## src/rtl/fp32_pkg.sv

```systemverilog
package fp32_pkg;

   // binary32 field widths
   localparam int exp_w = 8;
   localparam int man_w = 23;

   localparam logic [exp_w-1:0] exp_max = 8'd255;
   localparam int exp_bias = 127;

   typedef struct packed {
      logic             sign;
      logic [exp_w-1:0] exp;
      logic [man_w-1:0] man;
   } fp32_t;

   // operand class, decided once at the seed stage
   typedef enum logic [1:0] {
      class_normal,
      class_zero,
      class_inf,
      class_nan
   } fp_class_e;

endpackage

```

## src/rtl/recip_pkg.sv

```systemverilog
package recip_pkg;

   // estimate is 2.24 fixed point
   localparam int est_w = 26;
   localparam int est_frac_w = 24;

   // significand with the hidden one
   localparam int sig_w = fp32_pkg::man_w + 1;

   typedef logic [est_w-1:0] est_t;

   // 1 / midpoint of the mantissa interval selected by idx
   // midpoint is 1 + (2*idx + 1) / 2^(idx_w + 1)
   function automatic est_t seed_value(input int unsigned idx, input int unsigned idx_w);
      logic [63:0] num;
      logic [63:0] den;
      logic [63:0] quo;
      num = 64'd1 << (idx_w + 1 + est_frac_w);
      den = (64'd1 << (idx_w + 1)) + 64'(2 * idx + 1);
      // round to nearest
      quo = (num + (den >> 1)) / den;
      return est_t'(quo);
   endfunction

endpackage

```

## src/rtl/recip_stage_if.sv

```systemverilog
`default_nettype none

interface recip_stage_if;

   logic                              valid;
   fp32_pkg::fp_class_e               cls;
   logic                              sign;
   logic [fp32_pkg::exp_w-1:0]        exp;
   // 1.23 fixed point
   logic [recip_pkg::sig_w-1:0]       sig;
   recip_pkg::est_t                   est;

   modport src (
      output valid,
      output cls,
      output sign,
      output exp,
      output sig,
      output est
   );

   modport dst (
      input valid,
      input cls,
      input sign,
      input exp,
      input sig,
      input est
   );

endinterface

`default_nettype wire

```

## src/rtl/recip_pack.sv

```systemverilog
`default_nettype none

module recip_pack (
   input  logic            clk,
   input  logic            rst_n,
   recip_stage_if.dst      stage,
   output logic            out_valid,
   output fp32_pkg::fp32_t out_y,
   output logic            out_nan
);

   localparam int man_w = fp32_pkg::man_w;
   localparam int ew = fp32_pkg::exp_w + 2;

   logic            is_pow2;
   logic [ew-1:0]   exp_base;
   logic [ew-1:0]   res_exp;
   logic            flush;
   logic            nan_c;
   fp32_pkg::fp32_t y_c;

   assign is_pow2 = (stage.sig[man_w-1:0] == '0);

   // 1/2^e is exact, anything else sits one binade lower
   assign exp_base = is_pow2 ? ew'(2 * fp32_pkg::exp_bias) : ew'(2 * fp32_pkg::exp_bias - 1);
   assign res_exp  = exp_base - ew'(stage.exp);

   // would be subnormal or less
   assign flush = res_exp[ew-1] | (res_exp == '0);

   always_comb begin
      y_c.sign = stage.sign;
      y_c.exp  = '0;
      y_c.man  = '0;
      nan_c    = 1'b0;
      case (stage.cls)
         fp32_pkg::class_nan: begin
            // quiet the payload
            y_c.exp = fp32_pkg::exp_max;
            y_c.man = {1'b1, stage.sig[man_w-2:0]};
            nan_c   = 1'b1;
         end
         fp32_pkg::class_inf: begin
            y_c.exp = '0;
         end
         fp32_pkg::class_zero: begin
            y_c.exp = fp32_pkg::exp_max;
         end
         default: begin
            if (!flush) begin
               y_c.exp = res_exp[fp32_pkg::exp_w-1:0];
               // 2.24 estimate in [0.5, 1) holds 24 significant bits, hidden one at bit 23
               y_c.man = is_pow2 ? '0 : stage.est[man_w-1:0];
            end
         end
      endcase
   end

   always_ff @(posedge clk) begin
      if (!rst_n) begin
         out_valid <= 1'b0;
         out_nan   <= 1'b0;
      end else begin
         out_valid <= stage.valid;
         out_nan   <= stage.valid & nan_c;
      end
   end

   always_ff @(posedge clk) begin
      if (stage.valid) begin
         out_y <= y_c;
      end
   end

   // a flagged result is always a valid quiet NaN
   a_nan_valid: assert property (@(posedge clk) disable iff (!rst_n)
      out_nan |-> out_valid && out_y.exp == fp32_pkg::exp_max && out_y.man[man_w-1]);

endmodule

`default_nettype wire

```

## src/flat_wrapper.sv

```systemverilog
// flat-port wrapper written by rule: the top's interface ports become plain ports
module recip_pack_flat 
  (clk, rst_n, out_valid, out_y, out_nan, stage_valid, stage_cls, stage_sign, stage_exp, stage_sig, stage_est);
  recip_stage_if stage_i ();
  input  logic clk;
  input  logic rst_n;
  output logic out_valid;
  output fp32_pkg::fp32_t out_y;
  output logic out_nan;
  input wire logic [$bits(stage_i.valid)-1:0] stage_valid;
  input wire logic [$bits(stage_i.cls)-1:0] stage_cls;
  input wire logic [$bits(stage_i.sign)-1:0] stage_sign;
  input wire logic [$bits(stage_i.exp)-1:0] stage_exp;
  input wire logic [$bits(stage_i.sig)-1:0] stage_sig;
  input wire logic [$bits(stage_i.est)-1:0] stage_est;
  assign stage_i.valid = stage_valid;
  assign stage_i.cls = stage_cls;
  assign stage_i.sign = stage_sign;
  assign stage_i.exp = stage_exp;
  assign stage_i.sig = stage_sig;
  assign stage_i.est = stage_est;
  recip_pack u_core (.clk(clk), .rst_n(rst_n), .stage(stage_i), .out_valid(out_valid), .out_y(out_y), .out_nan(out_nan));
endmodule
```

## config.mk

```make
export PLATFORM = sky130hd
export DESIGN_NAME = recip_pack_flat
export DESIGN_NICKNAME = d
export VERILOG_FILES = /design/src/rtl/fp32_pkg.sv /design/src/rtl/recip_pkg.sv /design/src/rtl/recip_stage_if.sv /design/src/rtl/recip_pack.sv /design/src/flat_wrapper.sv
export SDC_FILE = /design/constraint.sdc
export NUM_CORES = 1
export LEC_CHECK = 0
export ABC_AREA = 1
export BUFFER_PORTS_ARGS = -buffer_cell sky130_fd_sc_hd__buf_2
export CORE_ASPECT_RATIO = 0.6
export CORE_MARGIN = 5
export CORE_UTILIZATION = 43
export DETAILED_ROUTE_END_ITERATION = 8
export GPL_ROUTABILITY_DRIVEN = 0
export PLACE_DENSITY = 0.79
export SYNTH_ARGS = -nofsm -noshare
export SYNTH_HDL_FRONTEND = slang
export SYNTH_SLANG_ARGS = --single-unit
export TNS_END_PERCENT = 50
```

## constraint.sdc

```tcl
create_clock -name clk -period 2.45 [get_ports clk]
set_input_delay 0.245 -clock clk [delete_from_list [all_inputs] [get_ports clk]]
set_output_delay 0.245 -clock clk [all_outputs]
set_load 0.02 [all_outputs]
```

* Word level (Yosys, flattened, before mapping)
Cells that the tools add are included.
** Cells by class
- $add $sub $neg :: 1
- Eq/ne operators :: 3
- Mux-type cells :: 6
- Bitwise operators :: 2
- Reductions and logical operators :: 4
** Operators by type and width (number)
- 23-bit case mux with 2 select lines :: 1
- 31-bit two-way mux :: 1
- 23-bit logical NOT :: 1
- 23-bit two-way mux :: 1
- 8-bit case mux with 2 select lines :: 1
- 10-bit logical NOT :: 1
- 10-bit by 8-bit subtractor with 10-bit output :: 1
- 2-bit == test, second input constant :: 2
- 2-bit OR reduction :: 2
- 2-bit by 1-bit == test with 1-bit output, second input constant :: 1
- 2-bit two-way mux :: 1
- 1-bit AND :: 1
- 1-bit two-way mux :: 1
- 1-bit bitwise OR :: 1
** Storage, ports and cells
- Bits in registers :: 34
- Input bits :: 64
- Output and inout bits :: 34
- Word-level logic and storage cells :: 21

* Longest topological paths before layout
Gate-level depths: netlist (run 1).
- Word-level depth :: 7
- Depth in mapped cells :: 18
- Depth with buffers taken out :: 16

* Worst setup path after synthesis (run 1)
Ideal clock, no wire load.
- Path kind :: input to register
- Start point :: input stage_sig[19]
- End point :: register u_core.out_y[23] (netlist name)
- Library setup time :: 0.256 ns
- Data arrival time :: 2.126 ns
- Data required time :: 2.194 ns
- Setup slack :: 0.069 ns
- Stages :: 17
- Buffers on the path :: 2
- Cells stage by stage :: nor2_1 > nand2_1 > nor2_1 > nand3_2 > buf_2 > inv_1 > ha_1 > fa_1 > nand2_1 > nand2_1 > nor2_1 > nand3_1 > nor2_2 > nand2_4 > buf_6 > nand3_2 > nand2_1
** RTL lines
- start, declared :: line flat_wrapper.sv:14 : input wire logic [$bits(stage_i.sig)-1:0] stage_sig;

==> summary.txt, run 1 <==
Routing
  – Vias post-DR: around 2100
  – Vias/cell: 4.52
  – Iteration-0 DRC Markers: 316
  – Per-cell routed wire length: 13.4 µm
  – Initial DRT Pass Iterations: 5
  – Residual DRC: 0
  – Total Wirelength: 6360 µm
  – Final ANT Viol Nets: 0

Setup path
  – Critical Path Sink: u_core.out_y[18]$_DFFE_PP_
  – Worst Path Class, Setup: primary input to flip-flop
  – Worst-path maximum fanout: 7
  – Most Frequent Cell on Critical Path: nand3_2
  – Crit-path max cell delay: slightly below 0.6 ns
  – CP Launch Type: primary input
  – Crit path cell chain: buf_2 -> nor2_1 -> nand2_1 -> nor2_2 -> nand3_2 -> inv_2 -> ha_4 -> fa_2 -> nand3_2 -> nor2_1 -> nand3_2 -> nor2_4 -> nand2_4 -> nand3_2 -> nand2_1
  – Crit path from: stage_sig[19]
  – Crit path max-delay cell type: fa_2
  – Crit path capture type: flip-flop
  – Critical Path AT: 2.40 ns
  – Critical Path RT: approximately 2.5 ns

Floorplan
  – Die height: approximately 66 µm
  – IO Count: 98
  – DIE AREA: ~0.007 mm²
  – Core Rows: 20
  – Die width: roughly 100 µm
  – Core area: about 0.0051 mm²
  – Starting Density: ~45%

Pwr
  – Worst VDD drop: about 240 µV
  – P per Cell Area: around 480 mW/mm²
  – Leak: roughly 0.0017 µW
  – Overall power: 1460 µW

Final layout
  – Number of fill cells in the layout: roughly 480
  – N_diodes: 0
  – Finished Core Util: 60.3%
  – Design Area, Final: just over 0.003 mm²
  – Share of layout cells above drive strength 1: about two fifths
  – Total Nets Final: roughly 470
  – Multi-input logic area: roughly 0.0010 mm²
  – Reg area: between 0.001 and 0.0015 mm²
  – Area grow syn2layout: 35.4%

Job
  – Max-Cap Viols: 0

Clocking
  – CTS HTree Levels: 2
  – CTS tree: yes
  – Register clock-pin slew on the reported worst setup and hold paths: 0.07 ns
  – Cts bufs inserted: 5
  – Clock buffer depth: 2
  – Root buffer cell: clkbuf_8
  – TritonCTS sink count: 34

STA
  – Slew Limit Fails: 0
  – Fmax: roughly 0.42 GHz
  – Slew Limit Headroom: around half
  – Unrepaired setup endpoints after global routing: false
  – Final Hold Viols: 0
  – Min cycle time layout: 2.36 ns
  – Final setup fails: 0
  – Final period utilization: a little over nine tenths
  – Worst-margin pin slew: 0.732 ns

GRT
  – Largest net degree at the start of global routing: 34
  – Global-route track usage on met3: 5.16%
  – Global-route wire length before repair: 9090 µm
  – Initial antenna violation count: 0
  – Met2 usage: 23.2%
  – Gr busiest metal: met1
  – Global route overflow: 0
  – Vias in the first global route: around 1900
  – GR Layer Usage met1: 27.9%
  – GRT Total Usage: between 15 and 20%

Synth
  – Synth Warn #: 0
  – Synth Register Bits: 34
  – Post-synth top cells: nand2_1, inv_1, nor2_1
  – Top-count cell post-synth: nand2_1
  – Top-area cell type share of the netlist area: a little over two fifths
  – Mapped Nets: between 300 and 400
  – Unique masters post-synth: 21
  – Post-Syn Area per Cell: roughly 7.5 µm²
  – Most used DFF post-synth: edfxtp_1
  – Post-synth EDFFs: 32
  – Yosys top cell by area: edfxtp_1
  – Synth Instances: 300
  – Post-synth design cell area: between 0.002 and 0.0025 mm²
  – Top area cells in the synthesized netlist: edfxtp_1, nand2_1, nand3_2
  – Register area share after synthesis: 44.5%
  – Async SR Flop Fraction: 0%

Placement
  – Port Buffer Count: 93
  – Dpl hpwl: ~4800 µm
  – Placed Instance Area: between 0.002 and 0.003 mm²

Status
  – Outcome: finished, final reports clean

Min path
  – Min-Delay Path Class: primary input to flip-flop
-- worst max-delay path, delay by kind of cell --
family	cells	cell delay, ns
buffers and inverters	2	0.17
and+or+nand+nor	11	1.24
adders and majority gates	2	0.74
-- registers in the layout (all words and copies together), names as in the netlist --
signal / flops
u_core.out_nan: 1
u_core.out_valid: 1
u_core.out_y: 32
-- cells by family (layout without fill, tap and decap cells) --
group | Yosys count | after routing | share of synthesized area [%]
flops | 34 | 34 | 44.5
fa+ha+maj | 3 | 3 | 2.00
simple gates | 186 | 188 | 39.3
compound gates | 4 | 4 | 1.00
buf+inv | 73 | 179 | 13.2
-- repair_timing --
action	CTS	global route
hold buffers	0	0
buffers inserted	0	2
setup endpoints to repair	0	27
resized for setup	0	16
-- where the power goes --
part	internal (µW)	switching, µW	total [µW]
logic	128	207	335
clock network	226	193	420
registers	692	13.0	705
-- per-layer routing --
layer  part of all wire (%)  up-vias
li1                       -     1118
met1                     47      895
met2                     40      126
met3                     12        2
met4                   0.63        0
met5                      0        -
-- cells in the final DEF, fill, tap and decap left out --
cell type	count
buf_2	93
clkinv_2	1
nand2_4	1
clkbuf_8	6
ha_4	1
o21ai_1	1
inv_1	47
o21bai_1	1
nor2_1	40
nor2_4	3
edfxtp_1	32
nor2_2	7
buf_4	15
fa_2	1
dfxtp_1	2
clkbuf_1	1
inv_2	3
ha_1	1
buf_12	1
nand2_8	2
nand3_1	10
nand3_2	24
o21ai_0	2
clkinv_1	12
nand2_2	4
nand2_1	97
-- per-stage QoR --
stage               cells  hold slack [ns]  TNS [ns]  worst slack (ns)
finish                474            0.140         0            0.0878
global route          474            0.123         0            0.0142
CTS                   470            0.128         0            0.0958
detailed placement    462            0.424     -4.48            -0.214
global placement      462            0.424     -1.81            -0.101
floorplan             300            0.344         0            0.0686
-- area by class of cell --
cell class	count	share of cell area, %
clock buffers	7	2.83
clock inverters	1	0.164
flip-flops and latches	34	32.9
well taps	66	2.71
repair buffers	109	19.6
inverters	62	7.64
multi-input cells	195	34.2
-- worst min path at each step --
stage / start / end / slack, ns / depth (start not counted)
after global placement: stage_sign / u_core.out_y[31]$_DFFE_PP_ / 0.42 / 1
after floorplan: stage_sign / u_core.out_y[31]$_DFFE_PP_ / 0.34 / 0
after detailed placement: stage_sign / u_core.out_y[31]$_DFFE_PP_ / 0.42 / 1
final: stage_sign / u_core.out_y[31]$_DFFE_PP_ / 0.14 / 1
after CTS: stage_sign / u_core.out_y[31]$_DFFE_PP_ / 0.13 / 1
after global routing: stage_sign / u_core.out_y[31]$_DFFE_PP_ / 0.12 / 1
Power figures use the tool's default switching activity.
==> run 2, diff against run 1 <==
--- a/config.mk
+++ b/config.mk
@@ -7,12 +7,14 @@
 export LEC_CHECK = 0
 export ABC_AREA = 1
 export BUFFER_PORTS_ARGS = -buffer_cell sky130_fd_sc_hd__buf_2
+export CELL_PAD_IN_SITES_DETAIL_PLACEMENT = 0
+export CELL_PAD_IN_SITES_GLOBAL_PLACEMENT = 1
 export CORE_ASPECT_RATIO = 0.6
 export CORE_MARGIN = 5
-export CORE_UTILIZATION = 43
+export CORE_UTILIZATION = 30
 export DETAILED_ROUTE_END_ITERATION = 8
 export GPL_ROUTABILITY_DRIVEN = 0
-export PLACE_DENSITY = 0.79
+export PLACE_DENSITY = 0.8
 export SYNTH_ARGS = -nofsm -noshare
 export SYNTH_HDL_FRONTEND = slang
 export SYNTH_SLANG_ARGS = --single-unit
==> summary.txt, run 2 (synthesis gave the netlist of run 1 again) <==
Clocking
  – Register clock-pin slew on the reported worst setup and hold paths: 0.05 ns (was 0.07 ns)
  – Hold_buf cts: 0 (unchanged)
  – CTS HTree Levels: 2 (unchanged)
  – Post-CTS Setup Bufs: 0 (unchanged)
  – Clock buffer depth: 2 (unchanged)
  – Root buffer cell: clkbuf_16 (was clkbuf_8)
  – CTS tree: yes (unchanged)
  – Cts bufs inserted: 5 (unchanged)
  – CTS resizes: 0 (unchanged)
  – TritonCTS sink count: 34 (unchanged)

Routing
  – Per-cell routed wire length: 12.2 µm (was 13.4 µm)
  – Iteration-0 DRC Markers: 114 (was 316)
  – Total Wirelength: 6200 µm (was 6360 µm)
  – Residual DRC: 0 (unchanged)
  – Final ANT Viol Nets: 0 (unchanged)
  – Vias/cell: 4.13 (was 4.52)
  – Initial DRT Pass Iterations: 4 (was 5)
  – Vias post-DR: 2101 (was 2141)

Floorplan
  – Die width: 122 µm (was 103 µm)
  – DIE AREA: 0.00939 mm² (was 0.00683 mm²)
  – Core Rows: 24 (was 20)
  – Starting Density: 31.0% (was 44.5%)
  – Die height: 77.1 µm (was 66.0 µm)
  – Core area: 0.00727 mm² (was 0.00505 mm²)
  – IO Count: 98 (unchanged)

Min path
  – Min-delay src: stage_sign (unchanged)
  – Worst Hold Path Cells: 1 (unchanged)
  – Min-Delay Path Class: primary input to flip-flop (unchanged)
  – Hold Crit Endpoint: u_core.out_y[31]$_DFFE_PP_ (unchanged)

Setup path
  – Worst Path Class, Setup: primary input to flip-flop (unchanged)
  – Critical Path RT: 2.47 ns (was 2.49 ns)
  – Crit path capture type: flip-flop (unchanged)
  – Crit path from: stage_sig[0] (was stage_sig[19])
  – Worst-path maximum fanout: 14 (was 7)
  – CP Launch Type: primary input (unchanged)
  – Critical Path AT: 2.22 ns (was 2.40 ns)

Final layout
  – Most frequent cells in the layout: nand2_1, buf_2, inv_1, nor2_1, edfxtp_1 (unchanged)
  – Number of flip-flops in the largest register: 32 (unchanged)
  – Reg with most FFs: u_core.out_y (unchanged)
  – Share of layout cells above drive strength 1: 37.8% (was 39.7%)
  – Final Non-Filler Cells: 509 (was 474)
  – Top Registers: u_core.out_y: 32 flops, u_core.out_nan: 1 flops, u_core.out_valid: 1 flops (unchanged)
  – N_diodes: 0 (unchanged)
  – Area grow syn2layout: 38.2% (was 35.4%)
  – Total Nets Final: 471 (was 474)
  – Number of fill cells in the layout: 780 (was 475)
  – Most common cell after layout, fill and taps aside: nand2_1 (unchanged)

Pwr
  – Leak: 0.00169 µW (was 0.00165 µW)
  – Overall power: 1730 µW (was 1460 µW)
  – Worst VDD drop: 268 µV (was 237 µV)
  – P per Cell Area: 555 mW/mm² (was 479 mW/mm²)

STA
  – Slew Limit Fails: 0 (unchanged)
  – Slew Limit Headroom: 47.1% (was 51.2%)
  – Final period utilization: 89.8% (was 96.4%)
  – Final Hold Viols: 0 (unchanged)
  – Fmax: 0.455 GHz (was 0.423 GHz)
  – Min cycle time layout: 2.20 ns (was 2.36 ns)
  – Worst-margin pin slew: 0.793 ns (was 0.732 ns)
  – Unrepaired setup endpoints after global routing: false (unchanged)
  – Setup WS post-layout: 0.250 ns (was 0.0878 ns)
  – Final setup fails: 0 (unchanged)

GRT
  – Largest net degree at the start of global routing: 34 (unchanged)
  – Initial antenna violation count: 0 (unchanged)
  – Vias in the first global route: 2007 (was 1854)
  – Global route overflow: 0 (unchanged)
  – Global-route wire length before repair: 9600 µm (was 9090 µm)
  – GRT Total Usage: 13.0% (was 17.8%)

Placement
  – Setup slack at placement: -0.161 ns (was -0.214 ns)
  – Placed cells: 501 (was 462)
  – Dpl hpwl: 4680 µm (was 4750 µm)
  – Port Buffer Count: 93 (unchanged)

Status
  – Outcome: finished, final reports clean (unchanged)

Job
  – Max-Cap Viols: 0 (unchanged)
run 2: cell count changes in the layout (fill, tap and decap cells not counted), moves of 3 or more:
| cell | delta |
|---|---|
| clkbuf_16 | +5 |
| buf_4 | -3 |
| nand3_1 | +3 |
| clkbuf_8 | -6 |
| nand3_2 | -3 |
run 2: report_power, final:
group	total [µW]	switching [µW]	internal (µW)
clock	707	231	476
sequential	705	11.9	693
combinational	315	194	121
total	1730	436	1290
run 2: how the worst max path moves through the flow:
stage	to	slack [ns]	cells past startpoint
after CTS	u_core.out_y[2]$_DFFE_PP_	0.12	18
after detailed placement	u_core.out_y[2]$_DFFE_PP_	-0.16	18
after global routing	u_core.out_y[2]$_DFFE_PP_	0.03	18
final	u_core.out_y[2]$_DFFE_PP_	0.25	18
after global placement	u_core.out_y[23]$_DFFE_PP_	-0.09	18
after floorplan	u_core.out_y[23]$_DFFE_PP_	0.07	17
run 2: area by class of cell:
type | count | area, µm² | area share (%)
clock buffer | 5 | 125 | 4.03
clock inverter | 3 | 40.0 | 1.29
inverter | 62 | 233 | 7.49
multi-input combinational | 193 | 963 | 31.0
sequential | 34 | 1000 | 32.2
tap | 104 | 130 | 4.19
timing repair buffer | 108 | 616 | 19.8
run 2: per-stage QoR:
step                hold slack (ns)  setup TNS [ns]  util, %  cell area [µm²]
finish                        0.153               0     42.8             3110
global route                  0.140               0     42.8             3110
CTS                           0.149               0     42.6             3100
detailed placement            0.432           -3.15     40.3             2930
global placement              0.428           -1.90     40.3             2930
floorplan                     0.344               0        -             2250
run 2: per-layer routing:
| metal | global-route usage (%) | routed length, µm |
|---|---|---|
| met1 | 18.4 | 3080 |
| met2 | 19.1 | 2580 |
| met3 | 5.29 | 531 |
| met4 | 1.34 | 13 |
| met5 | 0 | 0 |
run 2: critical path, stage by stage:
cell     delay (ns)
buf_2          0.10
nor2_1         0.11
nand2_1        0.08
nor2_2         0.14
nand3_2        0.13
inv_1          0.10
ha_1           0.18
fa_1           0.22
nand2_2        0.09
nor2_2         0.11
nand2_1        0.06
nand2_1        0.07
nand2_2        0.07
nor2_4         0.13
nand2_4        0.09
buf_12         0.16
nand3_1        0.07
nand2_1        0.06
==> run 3, diff against run 2 <==
--- a/config.mk
+++ b/config.mk
@@ -7,7 +7,7 @@
 export LEC_CHECK = 0
 export ABC_AREA = 1
 export BUFFER_PORTS_ARGS = -buffer_cell sky130_fd_sc_hd__buf_2
-export CELL_PAD_IN_SITES_DETAIL_PLACEMENT = 0
+export CELL_PAD_IN_SITES_DETAIL_PLACEMENT = 1
 export CELL_PAD_IN_SITES_GLOBAL_PLACEMENT = 1
 export CORE_ASPECT_RATIO = 0.6
 export CORE_MARGIN = 5
==> constraint.sdc (replaced) <==
create_clock -name clk -period 2.45 [get_ports clk]
set_input_delay 0.245 -clock clk [delete_from_list [all_inputs] [get_ports clk]]
set_output_delay 0.245 -clock clk [all_outputs]
set_load 0.05 [all_outputs]
==> summary.txt, run 3 (synthesis gave the netlist of run 1 again) <==
Routing
  – Per-cell routed wire length: 13.7 µm (was 12.2 µm)
  – M1 WL: 3250 µm (was 3080 µm)
  – WL met3: 547 µm (was 531 µm)
  – Highest metal used: met4 (unchanged)
  – Total Wirelength: 6970 µm (was 6200 µm)
  – Initial DRT Pass Iterations: 4 (unchanged)
  – Residual DRC: 0 (unchanged)
  – Final ANT Viol Nets: 0 (unchanged)
  – Met2 Wirelength: 3160 µm (was 2580 µm)
  – Vias post-DR: 2180 (was 2101)
  – Iteration-0 DRC Markers: 70 (was 114)
  – Vias/cell: 4.28 (was 4.13)

Clocking
  – Register clock-pin slew on the reported worst setup and hold paths: 0.06 ns (was 0.05 ns)
  – Post-CTS Setup Bufs: 0 (unchanged)
  – Hold_buf cts: 0 (unchanged)
  – Cts bufs inserted: 5 (unchanged)
  – CTS tree: yes (unchanged)
  – CTS HTree Levels: 2 (unchanged)
  – Root buffer cell: clkbuf_16 (unchanged)
  – Clock buffer depth: 2 (unchanged)
  – CTS resizes: 0 (unchanged)
  – TritonCTS sink count: 34 (unchanged)

Setup path
  – Worst Path Class, Setup: primary input to flip-flop (unchanged)
  – Critical Path AT: 2.30 ns (was 2.22 ns)
  – Critical Path RT: 2.48 ns (was 2.47 ns)
  – Crit path capture type: flip-flop (unchanged)
  – Worst-path maximum fanout: 14 (unchanged)
  – CP Launch Type: primary input (unchanged)

Final layout
  – Most common cell after layout, fill and taps aside: nand2_1 (unchanged)
  – N_diodes: 0 (unchanged)
  – Reg with most FFs: u_core.out_y (unchanged)
  – Share of layout cells above drive strength 1: 38.0% (was 37.8%)
  – Area grow syn2layout: 38.3% (was 38.2%)
  – Number of flip-flops in the largest register: 32 (unchanged)
  – Final Non-Filler Cells: 509 (unchanged)
  – Top Registers: u_core.out_y: 32 flops, u_core.out_nan: 1 flops, u_core.out_valid: 1 flops (unchanged)
  – Total Nets Final: 471 (unchanged)
  – Most frequent cells in the layout: nand2_1, buf_2, inv_1, nor2_1, edfxtp_1 (unchanged)

GRT
  – Initial antenna violation count: 0 (unchanged)
  – Vias in the first global route: 2340 (was 2007)
  – Global route overflow: 0 (unchanged)
  – Largest net degree at the start of global routing: 34 (unchanged)
  – Global-route wire length before repair: 11100 µm (was 9600 µm)
  – GRT Total Usage: 14.9% (was 13.0%)

Min path
  – Min-Delay Path Class: primary input to flip-flop (unchanged)

Pwr
  – Worst VDD drop: 431 µV (was 268 µV)
  – P per Cell Area: 596 mW/mm² (was 555 mW/mm²)
  – Net Sw Frac: 30.4% (was 25.3%)
  – Seq pwr share: 38.1% (was 40.8%)
  – Clock power share: 38.8% (was 40.9%)
  – Overall power: 1850 µW (was 1730 µW)
  – Leak: 0.00169 µW (about the same)
  – Cell-internal power: 1290 µW (about the same)
  – Logic pwr share: 23.2% (was 18.2%)
  – Sw Pwr: 563 µW (was 436 µW)

Floorplan
  – Core area: 0.00727 mm² (unchanged)
  – IO Count: 98 (unchanged)
  – Die height: 77.1 µm (unchanged)
  – Core Rows: 24 (unchanged)
  – Starting Density: 31.0% (unchanged)
  – DIE AREA: 0.00939 mm² (unchanged)
  – Die width: 122 µm (unchanged)

STA
  – Slew Limit Headroom: 47.1% (about the same)
  – Min cycle time layout: 2.28 ns (was 2.20 ns)
  – Final Hold Viols: 0 (unchanged)
  – Fmax: 0.440 GHz (was 0.455 GHz)
  – Setup TNS: 0 ns (unchanged)
  – Final period utilization: 92.9% (was 89.8%)
  – Worst-margin pin slew: 0.793 ns (about the same)
  – Slew Limit Fails: 0 (unchanged)
  – Final setup fails: 0 (unchanged)
  – Setup WS post-layout: 0.175 ns (was 0.250 ns)

Placement
  – Dpl hpwl: 5410 µm (was 4680 µm)
  – Placed cells: 501 (unchanged)
  – Setup slack at placement: -0.205 ns (was -0.161 ns)
  – Port Buffer Count: 93 (unchanged)

Status
  – Outcome: finished, final reports clean (unchanged)

Job
  – Max-Cap Viols: 0 (unchanged)
==> run 3: cell counts in the layout (fill, tap and decap cells not counted) <==
Identical to the previous run, type by type.
==> run 3: critical path: stages <==
cell and delay [ns]:
buf_2 0.11, nor2_2 0.14, nand2_1 0.07, nor2_1 0.13, nand3_2 0.14, inv_1 0.11
ha_2 0.19, fa_2 0.21, inv_1 0.05, nand2_1 0.06, nand2_1 0.06, nor2_1 0.11
nand3_1 0.10, nor2_2 0.16, nand2_4 0.10, buf_12 0.16, nand3_1 0.07, nand2_1 0.06
==> run 3: metal layers <==
layer | vias to the layer above | GRT usage, %
met5 | - | 0
met4 | 0 | 2.13
met3 | 2 | 4.93
met2 | 62 | 24.6
met1 | 1006 | 19.5
li1 | 1110 | -
==> run 3: stage by stage <==
stage	hold WS, ns	utilization (%)	cell area, µm²
2_1_floorplan	0.344	-	2250
3_3_place_gp	0.428	40.3	2930
3_5_place_dp	0.430	40.3	2930
4_1_cts	0.145	42.6	3100
5_1_grt	0.146	42.8	3110
6_report	0.147	42.8	3110
==> run 3: cell type report <==
class,count,area [µm²]
Clock buffer,5,125
Clock inverter,3,40.0
Fill cell,949,4160
Inverter,62,233
Multi-Input combinational cell,193,966
Sequential cell,34,1000
Tap cell,104,130
Timing Repair Buffer,108,616
==> run 3: power groups by stage <==
stage | clock network [µW] | registers [µW] | logic [µW]
2_1_floorplan | 0 | 891 | 105
3_5_place_dp | 0 | 718 | 433
3_3_place_gp | 0 | 715 | 423
5_1_grt | 759 | 710 | 463
4_1_cts | 729 | 707 | 434
6_report | 719 | 705 | 429
==> run 3: worst paths after layout <==
kind | endpoint | startpoint | depth (start not counted)
worst max-delay path | u_core.out_y[2]$_DFFE_PP_ | stage_sig[13] | 18
worst min-delay path | u_core.out_y[31]$_DFFE_PP_ | stage_sign | 1
